## src/include/csi_rx_defines.svh

```systemverilog
/*
 * CSI-2 receiver constants
 * HS sync byte, PHY settle time, deskew depth, data types and APB map
 */
`ifndef CSI_RX_DEFINES_SVH
`define CSI_RX_DEFINES_SVH

// Leader byte that opens every HS burst
`define CSI_SYNC_BYTE        8'hB8

// byte_clock cycles from reset release to PHY ready
`define CSI_SETTLE_CYCLES    16

// Entries per deskew FIFO for up to 3 cycles of lane skew
`define CSI_SKEW_DEPTH       4

// ----------------------------------------
// Data types
`define CSI_DT_FRAME_START   6'h00
`define CSI_DT_FRAME_END     6'h01
`define CSI_DT_LONG_MIN      6'h10   // This and above are long packets

// ----------------------------------------
// APB byte offsets
`define CSI_REG_CTRL         8'h00
`define CSI_REG_STATUS       8'h04
`define CSI_REG_FRAMES       8'h08
`define CSI_REG_PACKETS      8'h0C
`define CSI_REG_HEADER       8'h10

`endif

```

## src/verilog/csi_rx_phy_clk.sv

```systemverilog
/*
 * Byte clock reset and PHY settle
 * Releases rst three edges after PLL lock and raises phy_ready later
 */
`include "csi_rx_defines.svh"

module csi_rx_phy_clk (
   input  logic byte_clock,
   input  logic pll_lock,
   output logic rst,               // Active high
   output logic phy_ready
);

   logic [2:0] rst_sync;
   logic [4:0] settle_cnt;

   // Asserts at once on lock loss, releases through three flops
   always_ff @(posedge byte_clock or negedge pll_lock) begin
      if (!pll_lock) begin
         rst_sync <= '1;
      end else begin
         rst_sync <= {rst_sync[1:0], 1'b0};
      end
   end

   assign rst = rst_sync[2];

   // ----------------------------------------
   // Settle time after reset release
   always_ff @(posedge byte_clock or negedge pll_lock) begin
      if (!pll_lock) begin
         settle_cnt <= '0;
         phy_ready  <= 1'b0;
      end else if (rst) begin
         settle_cnt <= '0;
         phy_ready  <= 1'b0;
      end else if (!phy_ready) begin
         settle_cnt <= settle_cnt + 5'd1;
         if (settle_cnt == 5'(`CSI_SETTLE_CYCLES - 1))
            phy_ready <= 1'b1;     // Holds until lock drops
      end
   end

endmodule

```

## config.mk

```make
export PLATFORM = sky130hd
export DESIGN_NAME = csi_rx_phy_clk
export DESIGN_NICKNAME = d
export VERILOG_FILES = /design/src/verilog/csi_rx_phy_clk.sv
export VERILOG_INCLUDE_DIRS = /design/src /design/src/include
export SDC_FILE = /design/constraint.sdc
export NUM_CORES = 1
export LEC_CHECK = 0
export BUFFER_PORTS_ARGS = -buffer_cell sky130_fd_sc_hd__buf_2
export CORE_AREA = 4 4 41 43
export DETAILED_ROUTE_END_ITERATION = 8
export DIE_AREA = 0 0 45 47
export PLACE_DENSITY = 0.52
export SYNTH_ARGS = -nofsm -noshare
export SYNTH_HDL_FRONTEND = slang
export SYNTH_SLANG_ARGS = --single-unit
```

## constraint.sdc

```tcl
create_clock -name byte_clock -period 3.8 [get_ports byte_clock]
set_input_delay 0.76 -clock byte_clock [delete_from_list [all_inputs] [get_ports byte_clock]]
set_output_delay 0.76 -clock byte_clock [all_outputs]
set_load 0.02 [all_outputs]
```

* Word level (Yosys, flattened, before mapping)
Index checks and enable logic that the tools add are counted. Widths: inputs -> output; s select.
Cells by class: mux-type cells 5, equality and inequality tests 2, add/subtract/negate cells 1
Operator list (number):
- $mux 5 | 2
- $add 5x1->5 const B | 1
- $eq 5x4->1 const B | 1
- $mux 1 | 3
- $ne 2x1->1 const B | 1
Storage, ports and cells: register bits after elaboration 9, logic and storage cells 11, output and inout port bits 2, bits of input ports 2

* Longest topological paths before layout
depth in word-level cells 4, gate-level depth with buffers 6, depth with buffers taken out 6

* Least setup slack after synthesis
OpenSTA, ideal clock, no wires.
path type flip-flop to output port, start point reg rst_sync[2], end point out rst, slack 2.435 ns, buffers on the path 0, arrival 0.605 ns, required time 3.040 ns, cell stages (with the launch flop) 1, cell sequence dfstp_2
RTL lines:
- start: declaration | RTL line csi_rx_phy_clk.sv:14 | logic [2:0] rst_sync;
- start signal: assignment | RTL line csi_rx_phy_clk.sv:22 | rst_sync <= {rst_sync[1:0], 1'b0};
- end: declaration | RTL line csi_rx_phy_clk.sv:10 | output logic rst,
No word-level cell between the ends.

* Final worst setup path
start point reg rst_sync[2], end point out rst
No word-level cell between the ends.

==> impl_metrics.yaml <==
outcome:
  status: "finished clean"
synth:
  yosys.area.top_type_share_pct: 39.2
  synth_cell_type_count: 14
  yosys.area.top_type: "dfrtp_1"
  synth.area.top_cells: "dfrtp_1 (39%), dfstp_2 (21%), nor2_1 (7.8%)"
  syn_inst: 30
  seq_area_frac_synth_pct: 59.8
  synthXorXnorAreaFrac_pct: 6.86
  synthAdderAreaFrac_pct: 6.54
  synth_compound_area_share_pct: 1.31
  syn_area_um2: 383
  ys_ff_latch: 9
  synth_simple_gate_area_share_pct: 18.0
  synthMuxAreaShare_pct: 2.61
  synth_area_per_cell_um2: 12.8
  synth_top_family_by_area: "simple AND/OR/NAND/NOR gates"
  yosysWarnings: 0
  syn-num-nets: 34
setup_path:
  critical_path.slowest_cell: "dfstp_2"
  path_buf_inv: 1
  r2r_slack_ps: 2370
  r2r_start: "settle_cnt[0]$_DFFE_PN0P_"
  crit_type: "flop to output pin"
  slowest_delay_ps: 580
  required_ps: 3040
  ff2ff_path_depth: 6
  r2r-end: "settle_cnt[4]$_DFFE_PN0P_"
  endpoint_kind: "output pin"
  worstPathArrival_ps: 1010
  cp_max_fo: 7
  crit_chain: "buf_2"
  cpLargestDelayFamily: "flip-flops"
  crit_path_start_kind: "flop"
route:
  viasPerCell: 4.16
  wirelength_um: 545
  wl_per_cell_um: 10.7
  ant_nets: 0
  drt_iter0_drc: 4
  remaining_drc_errors: 0
  via_count: 212
  drt-pass1-iter-count: 4
hold_path:
  hold_class: "input pin to asynchronous set/reset pin"
timing:
  final-hold-violation-count: 0
  finalClockSkew_ps: 3.63
  post-route-period-util_pct: 46.5
  maxSlewViolCount: 0
  rsz0062_at_grt: "no"
  tns_ps: 0
  period_minus_slack_ps: 1770
  finalSetupViolCount: 0
  fmax_mhz: 566
clocking:
  cts_resized: 0
  cts_hold_buf: 0
  clk_pin_slew_ps: 60
  cts_tree: "built"
  cts_setup_buffers: 0
  numCtsBuffers: 3
  htree_levels: 1
  clk_latency_ps: 250
  cts_buffer_depth: 2
  cts_root_buffer: "clkbuf_4"
  cts.sinks: 9
finish:
  drive_above_1_share_pct: 30.6
  syn2layout_area_growth_pct: 12.7
  n_antenna_cell: 0
  final_cell_count_no_fill: 51
  nets: 41
pwr:
  ir_drop_uv: 181
  p_leak_nw: 0.229
  powerDensity_nw_per_um2: 430
floorplanning:
  coreArea_um2: 1300
  boundaryPins: 4
  die_h_um: 47
  core.rowCount: 13
  start_util_pct: 29.4
  die_x_um: 45
  dieArea_um2: 2120
placement:
  port_buffers: 3
  place_congestion: 0.736
  dp.cells: 47
global_route:
  use_met3_pct: 3.45
  use_met1_pct: 7.51
  met2_usage_pct: 11.3
  grt-busiest-layer: "met2"
  overflow: 0
  grt_usage_pct: 6.95
  grt_max_degree: 10
  grt_pass1_vias: 248
  antenna_found_initial: 0
  grt_pass1_wl_um: 986
job:
  cap_violations: 0
area by class of cell:
| cell class | instances | area, um^2 |
|---|---|---|
| clock buffers | 4 | 26.3 |
| fillers | 138 | 870 |
| repair buffers | 3 | 15.0 |
| well taps | 15 | 18.8 |
| flip-flops and latches | 9 | 229 |
| inverters | 1 | 3.75 |
| multi-input cells | 19 | 139 |
cells by family (layout without fill, tap and decap cells):
group | after synthesis | in the layout
XOR/XNOR | 3 | 3
other | 1 | 1
multiplexers | 1 | 1
adder cells (fa/ha/maj) | 2 | 2
AO/OA/AOI/OAI | 1 | 1
flip-flops | 9 | 9
AND/OR/NAND/NOR | 11 | 11
buffers and inverters | 2 | 8
cells in the final DEF (no fill, tap or decap):
cell type / netlist / layout
clkbuf_4: 0 / 3
nor2_1: 8 / 8
buf_2: 0 / 3
xnor2_1: 1 / 1
xor2_1: 2 / 2
ha_1: 2 / 2
and3_1: 1 / 1
clkbuf_1: 0 / 1
a21oi_1: 1 / 1
conb_1: 1 / 1
nand4b_4: 1 / 1
nor2b_2: 1 / 1
inv_1: 1 / 1
mux2i_1: 1 / 1
dfstp_2: 3 / 3
dfrtp_1: 6 / 6
worst register-to-register path, delay by kind of cell, from the launching register on:
family | cells | cell delay, ps
AO/OA/AOI/OAI | 1 | 120
AND/OR/NAND/NOR | 3 | 250
flip-flops | 1 | 440
adder cells (fa/ha/maj) | 2 | 500
where the power goes:
part           internal [W]  leakage, nW  switching (W)   total [W]
clock network     0.0000402       0.0150      0.0000292   0.0000694
registers          0.000101        0.113     0.00000496    0.000106
logic            0.00000421        0.101     0.00000572  0.00000993
worst max path at each step:
stage	startpoint	end	slack, ps	cells past startpoint
floorplan	rst_sync[2]$_DFF_PN1_	rst	2440	0
global placement	rst_sync[2]$_DFF_PN1_	rst	2300	1
detailed placement	rst_sync[2]$_DFF_PN1_	rst	2300	1
CTS	rst_sync[2]$_DFF_PN1_	rst	2020	1
global route	rst_sync[2]$_DFF_PN1_	rst	2000	1
finish	rst_sync[2]$_DFF_PN1_	rst	2030	1
metrics by stage:
| stage | worst slack (ps) | hold WS [ps] | utilization [%] | cell area [um^2] | power, W |
|---|---|---|---|---|---|
| after floorplan | 2440 | 345 | - | 383 | 0.000113 |
| after global placement | 2300 | 348 | 31.2 | 405 | 0.000117 |
| after detailed placement | 2300 | 349 | 31.2 | 405 | 0.000118 |
| after CTS | 2020 | 337 | 33.2 | 432 | 0.000192 |
| after global routing | 2000 | 343 | 33.2 | 432 | 0.000198 |
| final | 2030 | 343 | 33.2 | 432 | 0.000186 |
registers in the layout (all words and copies together), names as in the netlist:
| signal | cells |
|---|---|
| settle_cnt | 5 |
| rst_sync | 3 |
| phy_ready | 1 |
synthesized netlist by cell type:
cell type	instances
nor2b_2	1
dfrtp_1	6
dfstp_2	3
xnor2_1	1
ha_1	2
buf_6	1
nand4b_4	1
and3_1	1
inv_1	1
a21oi_1	1
conb_1	1
xor2_1	2
mux2i_1	1
nor2_1	8
routing by layer:
layer	routed length [um]	up-vias	part of all wire, %
met5	0	-	0
met4	0	0	0
met3	29	0	5.3
met2	249	5	46
met1	267	103	49
li1	-	104	-
No activity file was read; power rests on OpenSTA's default activity.
