`src/include/csi_rx_defines.svh`:
```
/*
 * CSI-2 receiver constants
 * HS sync byte, PHY settle time, deskew depth, data types and APB map
 */
`ifndef CSI_RX_DEFINES_SVH
`define CSI_RX_DEFINES_SVH

// Leader byte that opens every HS burst
`define CSI_SYNC_BYTE        8'hB8

// byte_clock cycles from reset release to PHY ready
`define CSI_SETTLE_CYCLES    16

// Entries per deskew FIFO for up to 3 cycles of lane skew
`define CSI_SKEW_DEPTH       4

// ----------------------------------------
// Data types
`define CSI_DT_FRAME_START   6'h00
`define CSI_DT_FRAME_END     6'h01
`define CSI_DT_LONG_MIN      6'h10   // This and above are long packets

// ----------------------------------------
// APB byte offsets
`define CSI_REG_CTRL         8'h00
`define CSI_REG_STATUS       8'h04
`define CSI_REG_FRAMES       8'h08
`define CSI_REG_PACKETS      8'h0C
`define CSI_REG_HEADER       8'h10

`endif

```
`src/verilog/csi_pkg.sv`:
```
/*
 * CSI-2 receive path types
 * Lane bytes, aligned word pairs, packet header, payload and events
 */
package csi_pkg;

   typedef logic [7:0]  csi_byte_t;
   typedef logic [15:0] csi_word_t;
   typedef logic [15:0] csi_wc_t;    // Word count in bytes

   // Raw byte from one SERDES lane
   typedef struct packed {
      logic      hs_active;
      csi_byte_t data;             // Bit 0 is earliest in time
   } csi_lane_t;

   typedef struct packed {
      logic      valid;
      csi_byte_t data;
   } csi_aligned_t;

   // Deskewed two-lane word
   typedef struct packed {
      logic      valid;
      csi_word_t data;             // Lane 0 in the low byte
      logic      burst_end;
   } csi_pair_t;

   typedef struct packed {
      logic [1:0] vc;
      logic [5:0] dt;
      csi_wc_t    wc;
      csi_byte_t  ecc;             // Stored only
   } csi_header_t;

   typedef struct packed {
      logic      valid;
      csi_word_t data;
      logic      low_only;         // High byte past the word count
      logic      first;
      logic      last;
   } csi_payload_t;

   // Single-cycle pulses
   typedef struct packed {
      logic frame_start;
      logic frame_end;
      logic long_done;
      logic header_valid;
   } csi_event_t;

endpackage

```
`src/verilog/csi_rx_byte_align.sv`:
```
/*
 * Lane byte aligner
 * Finds the HS sync byte at any bit offset and emits aligned bytes
 */
`include "csi_rx_defines.svh"

module csi_rx_byte_align (
   input  logic                   byte_clock,
   input  logic                   pll_lock,
   input  logic                   rst,
   input  logic                   enable,
   input  csi_pkg::csi_lane_t     lane,
   output csi_pkg::csi_aligned_t  aligned,
   output logic                   locked
);
   import csi_pkg::*;

   csi_byte_t   prev;              // Previous raw byte
   logic [15:0] window;
   logic [2:0]  offset;            // Locked bit offset
   logic        hit;
   logic [2:0]  hit_off;

   // Earlier byte in the low half
   assign window = {lane.data, prev};

   always_ff @(posedge byte_clock) begin
      prev <= lane.data;
   end

   // ----------------------------------------
   // Sync search over the eight slices
   always_comb begin
      hit     = 1'b0;
      hit_off = '0;
      for (int k = 7; k >= 0; k--) begin
         if (window[k +: 8] == `CSI_SYNC_BYTE) begin
            hit     = 1'b1;
            hit_off = 3'(k);       // Lowest offset wins
         end
      end
   end

   always_ff @(posedge byte_clock or negedge pll_lock) begin
      if (!pll_lock) begin
         locked  <= 1'b0;
         offset  <= '0;
         aligned <= '0;
      end else if (rst) begin
         locked  <= 1'b0;
         offset  <= '0;
         aligned <= '0;
      end else begin
         aligned.valid <= locked && lane.hs_active;
         aligned.data  <= window[offset +: 8];
         if (!lane.hs_active) begin
            locked <= 1'b0;        // End of burst
         end else if (!locked && enable && hit) begin
            locked <= 1'b1;
            offset <= hit_off;
         end
      end
   end

endmodule

```
`config.mk`:
```
export PLATFORM = sky130hd
export DESIGN_NAME = csi_rx_byte_align
export DESIGN_NICKNAME = d
export VERILOG_FILES = /design/src/verilog/csi_pkg.sv /design/src/verilog/csi_rx_byte_align.sv
export VERILOG_INCLUDE_DIRS = /design/src /design/src/include
export SDC_FILE = /design/constraint.sdc
export NUM_CORES = 1
export LEC_CHECK = 0
export BUFFER_PORTS_ARGS = -buffer_cell sky130_fd_sc_hd__buf_4
export CAP_MARGIN = 0
export CORE_MARGIN = 2
export CORE_UTILIZATION = 41
export DETAILED_ROUTE_END_ITERATION = 6
export GPL_TIMING_DRIVEN = 0
export PLACE_DENSITY_LB_ADDON = 0.3
export SLEW_MARGIN = 10
export SYNTH_ARGS = -nofsm -noshare
export SYNTH_HDL_FRONTEND = slang
export SYNTH_SLANG_ARGS = --single-unit
```
`constraint.sdc`:
```
create_clock -name byte_clock -period 1.3 [get_ports byte_clock]
set_input_delay 0.065 -clock byte_clock [delete_from_list [all_inputs] [get_ports byte_clock]]
set_output_delay 0.065 -clock byte_clock [all_outputs]
set_load 0.005 [all_outputs]
```
; Yosys cells after proc, flatten, opt, wreduce, memory -nomap -nowiden
; Index checks and enable logic that the tools add are counted.
[op_classes]
n_bitwise = 0
multipliers = 0
div = 0
reduce_logical = 7
n_mux = 23
eq_ne = 9
n_addsub = 0
n_shift = 1
n_lt_le_gt_ge = 0
[ops]
columns = cell, count
row1 = $eq 8x8->1 const B, 8
row2 = $mux 3, 11
row3 = $shiftx 16x4->8, 1
row4 = $mux 1, 11
row5 = $mux 9, 1
row6 = $reduce_bool 2->1, 2
row7 = $logic_and 1x1->1, 3
row8 = $ne 3x2->1 const B, 1
row9 = $reduce_and 2->1, 1
row10 = $logic_not 1->1, 1
[word_totals]
mem_bits_ro = 0
n_memories = 0
elab_cells = 45
out_inout_bits = 10
latch_bits = 0
inputBits = 13
regBits = 21
ram_bits = 0

; Depth between registers and ports, before layout
; Gate-level depths: netlist of the first run.
[logic_depth]
ltp_word = 13
depth_mapped = 5
depth_no_buf = 5

; Least setup slack after synthesis of the first run
; No wires, ideal clock.
[synth_timing]
kind = register to register
start = reg prev[7]
end = reg offset[0]
path_buffers = 0
required_time_ns = 1.175
t_arrival_ns = 1.334
path_slack_ns = -0.159
setup_ns = 0.125
stages_incl_launch_ff = 6
period_less_slack_ns = 1.459
cell_sequence = dfxtp_1 -> and4bb_1 -> o21ai_2 -> nand2_2 -> o21ai_4 -> mux2_4
[synth_between]
elab_chain_cells = 12
elab_cells_between_ends = 30
cone_classes = eq/ne (8) / mux (19) / reduce/logical (3)
[synth_rtl]
columns = element, line
row1 = start: declaration, csi_rx_byte_align.sv:18  ; csi_byte_t prev;
row2 = start signal: assignment, csi_rx_byte_align.sv:28  ; prev <= lane.data;
row3 = $eq 8x8->1 (no source line), n/a
row4 = $mux 3 or $mux 1 (tied branches) (8 in a row), csi_rx_byte_align.sv:37  ; if (window[k +: 8] == `CSI_SYNC_BYTE) begin
row5 = $mux 3 or $logic_and 1x1->1 (tied branches), csi_rx_byte_align.sv:58  ; end else if (!locked && enable && hit) begin
row6 = $mux 3 or $reduce_bool 2->1 (tied branches), n/a
row7 = $mux 3 or $reduce_and 2->1 (tied branches), n/a
row8 = end signal: assignment, csi_rx_byte_align.sv:60  ; offset <= hit_off;
row9 = end: declaration, csi_rx_byte_align.sv:20  ; logic [2:0] offset;
; Several ways; a longest one is shown, not always the timed one. The select of a mux whose other input is x is not followed.
; A chain may end at the register's enable or synchronous reset.

; Worst setup path after layout of the first run
; Ends and elaborated chain as after synthesis.

==> results.toml, run 1 <==
[finish]
seqCellArea_sq_um = 500
num-fill-cells = 228
final_area_sq_um = 1710
fin_nets = 151
final_layout_size_suffix_gt1_frac = 0.511
multi_input_area_sq_um = 721
areaGrowthSynthToFinish_pct = 39.3
antenna-diode-count = 0
utilization = 0.609

[placement]
pre_cts_ws_ps = -212
dp_hpwl_mm = 1.77
gp_congestion = 0.866
portBuffers = 22
place_area_sq_um = 1440

[synthesis]
synth_area_per_cell_sq_um = 13.3
syn_inst = 92
synth_area_sq_um = 1230
ys_seq_elements = 21
ys_types = 31
yosys_warnings = 0
syn_nets = 105
synth-seq-area-share = 0.396

[power]
clockPowerShare = 0.257
power_frac_seq = 0.566
vdd_drop_max_v = 0.000807
p_sw_frac = 0.251
total_power_w = 0.00122
p_leak_nw = 0.702
power_switching_w = 0.000307
intPower_w = 0.000917
pwr-share-comb = 0.177
p_per_area_nw_per_um2 = 717

[floorplanning]
io_pins = 23
dieWidth_um = 58.7
coreArea_sq_um = 2810
rows = 19
chipHeight_um = 58.7
initial_core_util = 0.437
dieArea_sq_um = 3440

[global_route]
antenna_found_initial = 0
grt_pass1_wl_mm = 4.00
overflow = 0
grt_pass1_vias = 917
grt_max_degree = 14
track_usage = 0.156

[route]
routedWlPerCell_um = 14.5
drc_errors = 1
via_per_inst = 5.58
drt-total-wl_mm = 2.44
antenna_left = 0
via_count = 938
drt_iter0_markers = 22
firstDrtPassIters = 6

[run_status]
status = "complete, but fails checks"
violations = "design-rule violations, negative setup slack"

[sta]
maxSlewViolCount = 0
finalHoldViolations = 0
period_needed_ps = 1460
period_share = 1.13
max_slew_margin = 0.711
tightest_slew_ps = 434
fmax_mhz = 683
setup_violations = 12
timing.final.ws_setup_ps = -165
rsz0062_at_grt = "yes"
clock_skew_ps = 4.24
holdWs_ps = 114

[job]
drv_cap = 0

[setup_path]
slowest_delay_ps = 390
slowest_stage = "dfxtp_4"
crit_type = "flop to flop"
cp_max_fo = 7
crit_arrival_ps = 1670
worstPathCellList = "and4bb_2 > o21ai_4 > nand2_2 > o21ai_4 > mux2_4"
cp_num_buf_inv = 0
cp_top_family = "flip-flops"
cpMostUsedCell = "o21ai_4"
cp-start-kind = "flop"
cp-end-kind = "flop"
worst_ep_required_time_ps = 1510

[clocking]
clockBufferDepth = 2
path_clk_slew_ps = 120
cts_tree = "done"
cts_root_buffer = "clkbuf_4"
cts.sinks = 21
worstSkewPairLatency_ps = 310
numCtsBuffers = 3
htreeDepth = 1

[worst_hold_path]
hp-class = "primary input to async pin"
## registers in the layout, summed over array words and instances (netlist names)
name / flops
aligned: 9
offset: 3
prev: 8
locked: 1
## repair_timing
action | CTS | global route
hold buffers | 11 | 0
cloned | 0 | 1
hold endpoints to repair | 24 | 0
pin swaps | 5 | 3
resized for setup | 7 | 6
endpoints found under the setup margin | 12 | 12
buffers inserted | 7 | 0
## layout make-up
type                    instances  area share
well taps                      31      0.0227
clock buffers                   3      0.0132
flip-flops and latches         21       0.293
clock inverters                 1     0.00293
repair buffers                 41       0.209
plain buffers                   5      0.0352
inverters                       1     0.00220
multi-input cells              65       0.422
## cells in the final DEF (no fill, tap or decap)
cell type	Yosys	routed
and4bb_4	1	1
mux2i_2	0	1
dfrtp_1	13	13
o21ai_2	2	3
buf_6	0	2
dlygate4sd3_1	0	11
a31oi_1	1	1
mux4_2	8	8
dfxtp_4	0	4
clkbuf_16	0	1
mux2_2	1	1
clkbuf_4	0	3
buf_2	1	1
nor4bb_4	0	1
dfxtp_1	8	4
clkbuf_1	1	1
nor4b_1	1	1
and2b_1	1	1
nor2_1	9	7
nand4b_1	1	1
buf_12	1	2
nand2_1	3	2
a22oi_1	1	1
nor2_8	1	1
clkinv_2	0	1
mux2_4	1	1
a211oi_2	0	1
nor2_2	0	2
nand3_1	1	1
a211oi_1	2	1
and4bb_2	4	4
mux2i_1	13	12
a21oi_1	3	3
buf_4	1	28
o21ai_4	2	2
nand2_2	1	2
and4bb_1	5	5
inv_1	1	1
nor4bb_1	2	1
## worst register-to-register path, cell delays in order, from the launching register on
cell	delay, ps
dfxtp_4	390
and4bb_2	250
o21ai_4	160
nand2_2	90
o21ai_4	170
mux2_4	310
## per-stage QoR
step	setup TNS, ps	instances
2_1_floorplan	-373	92
4_1_cts	-1520	167
5_1_grt	-2440	168
6_report	-1380	168
3_5_place_dp	-1180	145
3_3_place_gp	-1030	145
## final timing paths
path                           from         end  slack (ps)  depth (start not counted)
min in group byte_clock      enable   offset[1]         200                          4
max in group asynchronous  pll_lock   offset[1]        1030                          2
max reg2reg                 prev[7]   offset[0]        -160                          5
max                         prev[7]   offset[0]        -160                          5
min                        pll_lock  aligned[5]         110                          2
min reg2reg                  locked  aligned[8]         660                          2
## synthesized netlist by cell type
cell | n | share of area
nor2_8 | 1 | 0.016
nor4b_1 | 1 | 0.0071
mux2_4 | 1 | 0.012
and4bb_2 | 4 | 0.041
mux2i_1 | 13 | 0.11
nand2_2 | 1 | 0.0051
and2b_1 | 1 | 0.0061
o21ai_4 | 2 | 0.027
a21oi_1 | 3 | 0.012
clkbuf_1 | 1 | 0.0031
inv_1 | 1 | 0.0031
o21ai_2 | 2 | 0.014
o21ai_1 | 1 | 0.0041
a22oi_1 | 1 | 0.0061
and4bb_4 | 1 | 0.013
nand2_1 | 3 | 0.0092
buf_12 | 1 | 0.016
nand3_1 | 1 | 0.0041
dfrtp_1 | 13 | 0.27
dfxtp_1 | 8 | 0.13
mux2_2 | 1 | 0.0092
buf_4 | 1 | 0.0061
nand4b_1 | 1 | 0.0071
nor4bb_1 | 2 | 0.016
and4bb_1 | 5 | 0.051
a31oi_1 | 1 | 0.0051
a211oi_1 | 2 | 0.012
mux4_2 | 8 | 0.15
nor2_1 | 9 | 0.028
buf_8 | 1 | 0.012
buf_2 | 1 | 0.0041
## power by group through the flow
stage          sequential, W  clock [W]  combinational, W
6_report            0.000693   0.000315          0.000217
5_1_grt             0.000698   0.000362          0.000236
4_1_cts             0.000694   0.000325          0.000213
3_5_place_dp        0.000711          0          0.000173
3_3_place_gp        0.000710          0          0.000170
2_1_floorplan       0.000707          0         0.0000853
## cell families after synthesis
group                  share of synthesized area
AND/OR/NAND/NOR                            0.204
multiplexers                               0.274
flip-flops                                 0.396
AO/OA/AOI/OAI                             0.0806
buffers and inverters                     0.0449
## layer usage
metal	track usage	wire, um	vias up
met2	0.266	1240	30
met1	0.177	983	449
met3	0.0484	127	10
met5	0	0	-
met4	0.0747	89	0
li1	-	-	449
(Power assumes the default switching activity.)
==> run 2: changes to the inputs <==
ABC_AREA = 1   (was not set)
CELL_PAD_IN_SITES_DETAIL_PLACEMENT = 1   (was not set)
CELL_PAD_IN_SITES_GLOBAL_PLACEMENT = 2   (was not set)
CORE_UTILIZATION = 26   (was 41)
==> results.toml, run 2 <==
[setup_path]
cp_max_fo = 10
crit_end = "aligned[7]"
reg2reg_slack_ps = -2
slowest_delay_ps = 400
cp-start-kind = "flop"
cp_top_family = "compound AO/OA/AOI/OAI gates"
crit_arrival_ps = 1490
cpMostUsedCell = "o21ai_0"
reg2reg_depth = 6
crit_start = "offset[0]"
r2r_start = "offset[0]"
worstPathCellList = "clkbuf_4 > o21ai_0 > nand2_1 > o21ai_0 > o21ai_0 > a31oi_1"
cp-end-kind = "flop"
worst_ep_required_time_ps = 1490
crit_type = "flop to flop"
slowest_stage = "dfrtp_1"
cp_num_buf_inv = 1
cp.depth = 6
r2r_end = "aligned[7]"

[power]
vdd_drop_max_v = 0.000384
p_per_area_nw_per_um2 = 800
p_leak_nw = 0.804

[synthesis]
synth_common_cells = "nand2_1 (62), nor2_1 (18), o21ai_0 (17), inv_1 (14), dfrtp_1 (13)"
synth.most_common_cell = "nand2_1"
synth-compound-area-share = 0.177
yosys_warnings = 0
yosys.area_share.simple = 0.340
yosys.area.top_type = "dfrtp_1"
synth_top_flop_cell = "dfrtp_1"
synth-xor-area-share = 0
ys_seq_elements = 21
netlist.area_leader.share = 0.261
synthMuxAreaShare = 0
synth_edf_count = 0
async_reset_ff_frac = 0.619
ys_types = 25
synth_area_sq_um = 1250
synth-seq-area-share = 0.389
syn_nets = 198
synth_top_family_by_area = "simple AND/OR/NAND/NOR gates"
syn_inst = 185
synthAdderAreaFrac = 0
synth_area_per_cell_sq_um = 6.75
synthTopCellsByArea = "dfrtp_1 (26%), nand2_1 (19%), dfxtp_1 (13%), o21ai_0 (6.8%), nor2_1 (5.4%)"

[route]
drt-total-wl_mm = 3.70
routedWlPerCell_um = 13.5
via_count = 1257
firstDrtPassIters = 4
via_per_inst = 4.59
drt_iter0_markers = 51
antenna_left = 0
drc_errors = 0

[finish]
areaGrowthSynthToFinish_pct = 37.4
regMostFlops = "aligned"
final_cells = 274
reg_top3 = "aligned: 9 flops, prev: 8 flops, offset: 3 flops"
final_layout_size_suffix_gt1_frac = 0.350
fin_nets = 234
antenna-diode-count = 0
layout_common_cells = "nand2_1 (56), buf_4 (22), dfrtp_1 (13)"
largest_register_ffs = 9
layout_commonest_cell = "nand2_1"

[sta]
fmax_mhz = 768
setup_violations = 1
clock_skew_ps = 0.743
period_share = 1.00
tightest_slew_ps = 294
maxSlewViolCount = 0
holdWs_ps = 13.8
max_slew_margin = 0.803
finalHoldViolations = 0
period_needed_ps = 1300
rsz0062_at_grt = "yes"
timing.final.ws_setup_ps = -1.55

[floorplanning]
chipHeight_um = 73.3
initial_core_util = 0.266
dieArea_sq_um = 5370
io_pins = 23
rows = 25
dieWidth_um = 73.3
coreArea_sq_um = 4690

[clocking]
worstSkewPairLatency_ps = 260
post-cts-setup-buffer-count = 0
clockBufferDepth = 2
htreeDepth = 1
cts_root_buffer = "clkbuf_8"
numCtsBuffers = 3
cts_tree = "done"
cts.sinks = 21
path_clk_slew_ps = 80

[placement]
dp_hpwl_mm = 3.04
dp.cells = 261
gp_congestion = 0.843
portBuffers = 22

[run_status]
violations = "negative setup slack"
status = "complete, but fails checks"

[global_route]
antenna_found_initial = 0
grt_pass1_wl_mm = 6.20
grt_pass1_vias = 1321
grt_max_degree = 14
track_usage = 0.151
overflow = 0

[worst_hold_path]
hp-start = "rst"
hp-class = "primary input to flop"

[job]
drv_cap = 0
==> run 2: what timing repair did <==
item / in CTS / in global routing
pin swaps: 1 / 5
gates resized for setup: 11 / 38
endpoints found under the hold margin: 21 / 0
hold buffers: 9 / 0
endpoints found under the setup margin: 9 / 12
==> run 2: worst register-to-register path, delay by kind of cell (launching register included) <==
| family | cells | cell delay [ps] |
|---|---|---|
| flops | 1 | 400 |
| compound gates | 4 | 570 |
| simple gates | 1 | 70 |
| buf+inv | 1 | 190 |
==> run 2: cell type report <==
type                       count  area [sq um]
buffer                         6          48.8
clock buffer                   3          41.3
clock inverter                 1          5.00
fill                         601          2980
inverter                      21          88.8
multi-input combinational    137           707
sequential                    21           502
tap                           54          67.6
timing repair buffer          31           255
==> run 2: routing by layer <==
layer	GRT usage	part of all wire	vias to the layer above
li1	-	-	659
met1	0.185	0.45	576
met2	0.271	0.51	20
met3	0.0219	0.027	2
met4	0.0485	0.0067	0
met5	0	0	-
==> run 2: kinds of logic after synthesis <==
family	Yosys count
compound gates	40
buf+inv	27
flops	21
simple gates	97
==> run 2: where the power goes <==
group | internal, W | switching [W]
clock | 0.000214 | 0.000226
combinational | 0.000104 | 0.000134
sequential | 0.000675 | 0.0000184
total | 0.000993 | 0.000379
==> run 2: how the worst min path moves through the flow <==
stage / end / cells past startpoint
3_3_place_gp: aligned[0] / 1
5_1_grt: aligned[4] / 2
6_report: aligned[4] / 2
3_5_place_dp: aligned[1] / 1
2_1_floorplan: aligned[0] / 0
4_1_cts: aligned[4] / 2
==> run 2: stage by stage <==
step	setup TNS, ps	area (sq um)	setup WS (ps)	total power [W]	utilization
floorplan	0	1250	118	0.000796	-
global placement	-149	1480	-44.3	0.000901	0.316
detailed placement	-259	1480	-74.3	0.000906	0.316
CTS	0	1630	4.72	0.00138	0.347
global route	-340	1720	-72.1	0.00145	0.366
finish	-1.55	1720	-1.55	0.00137	0.366
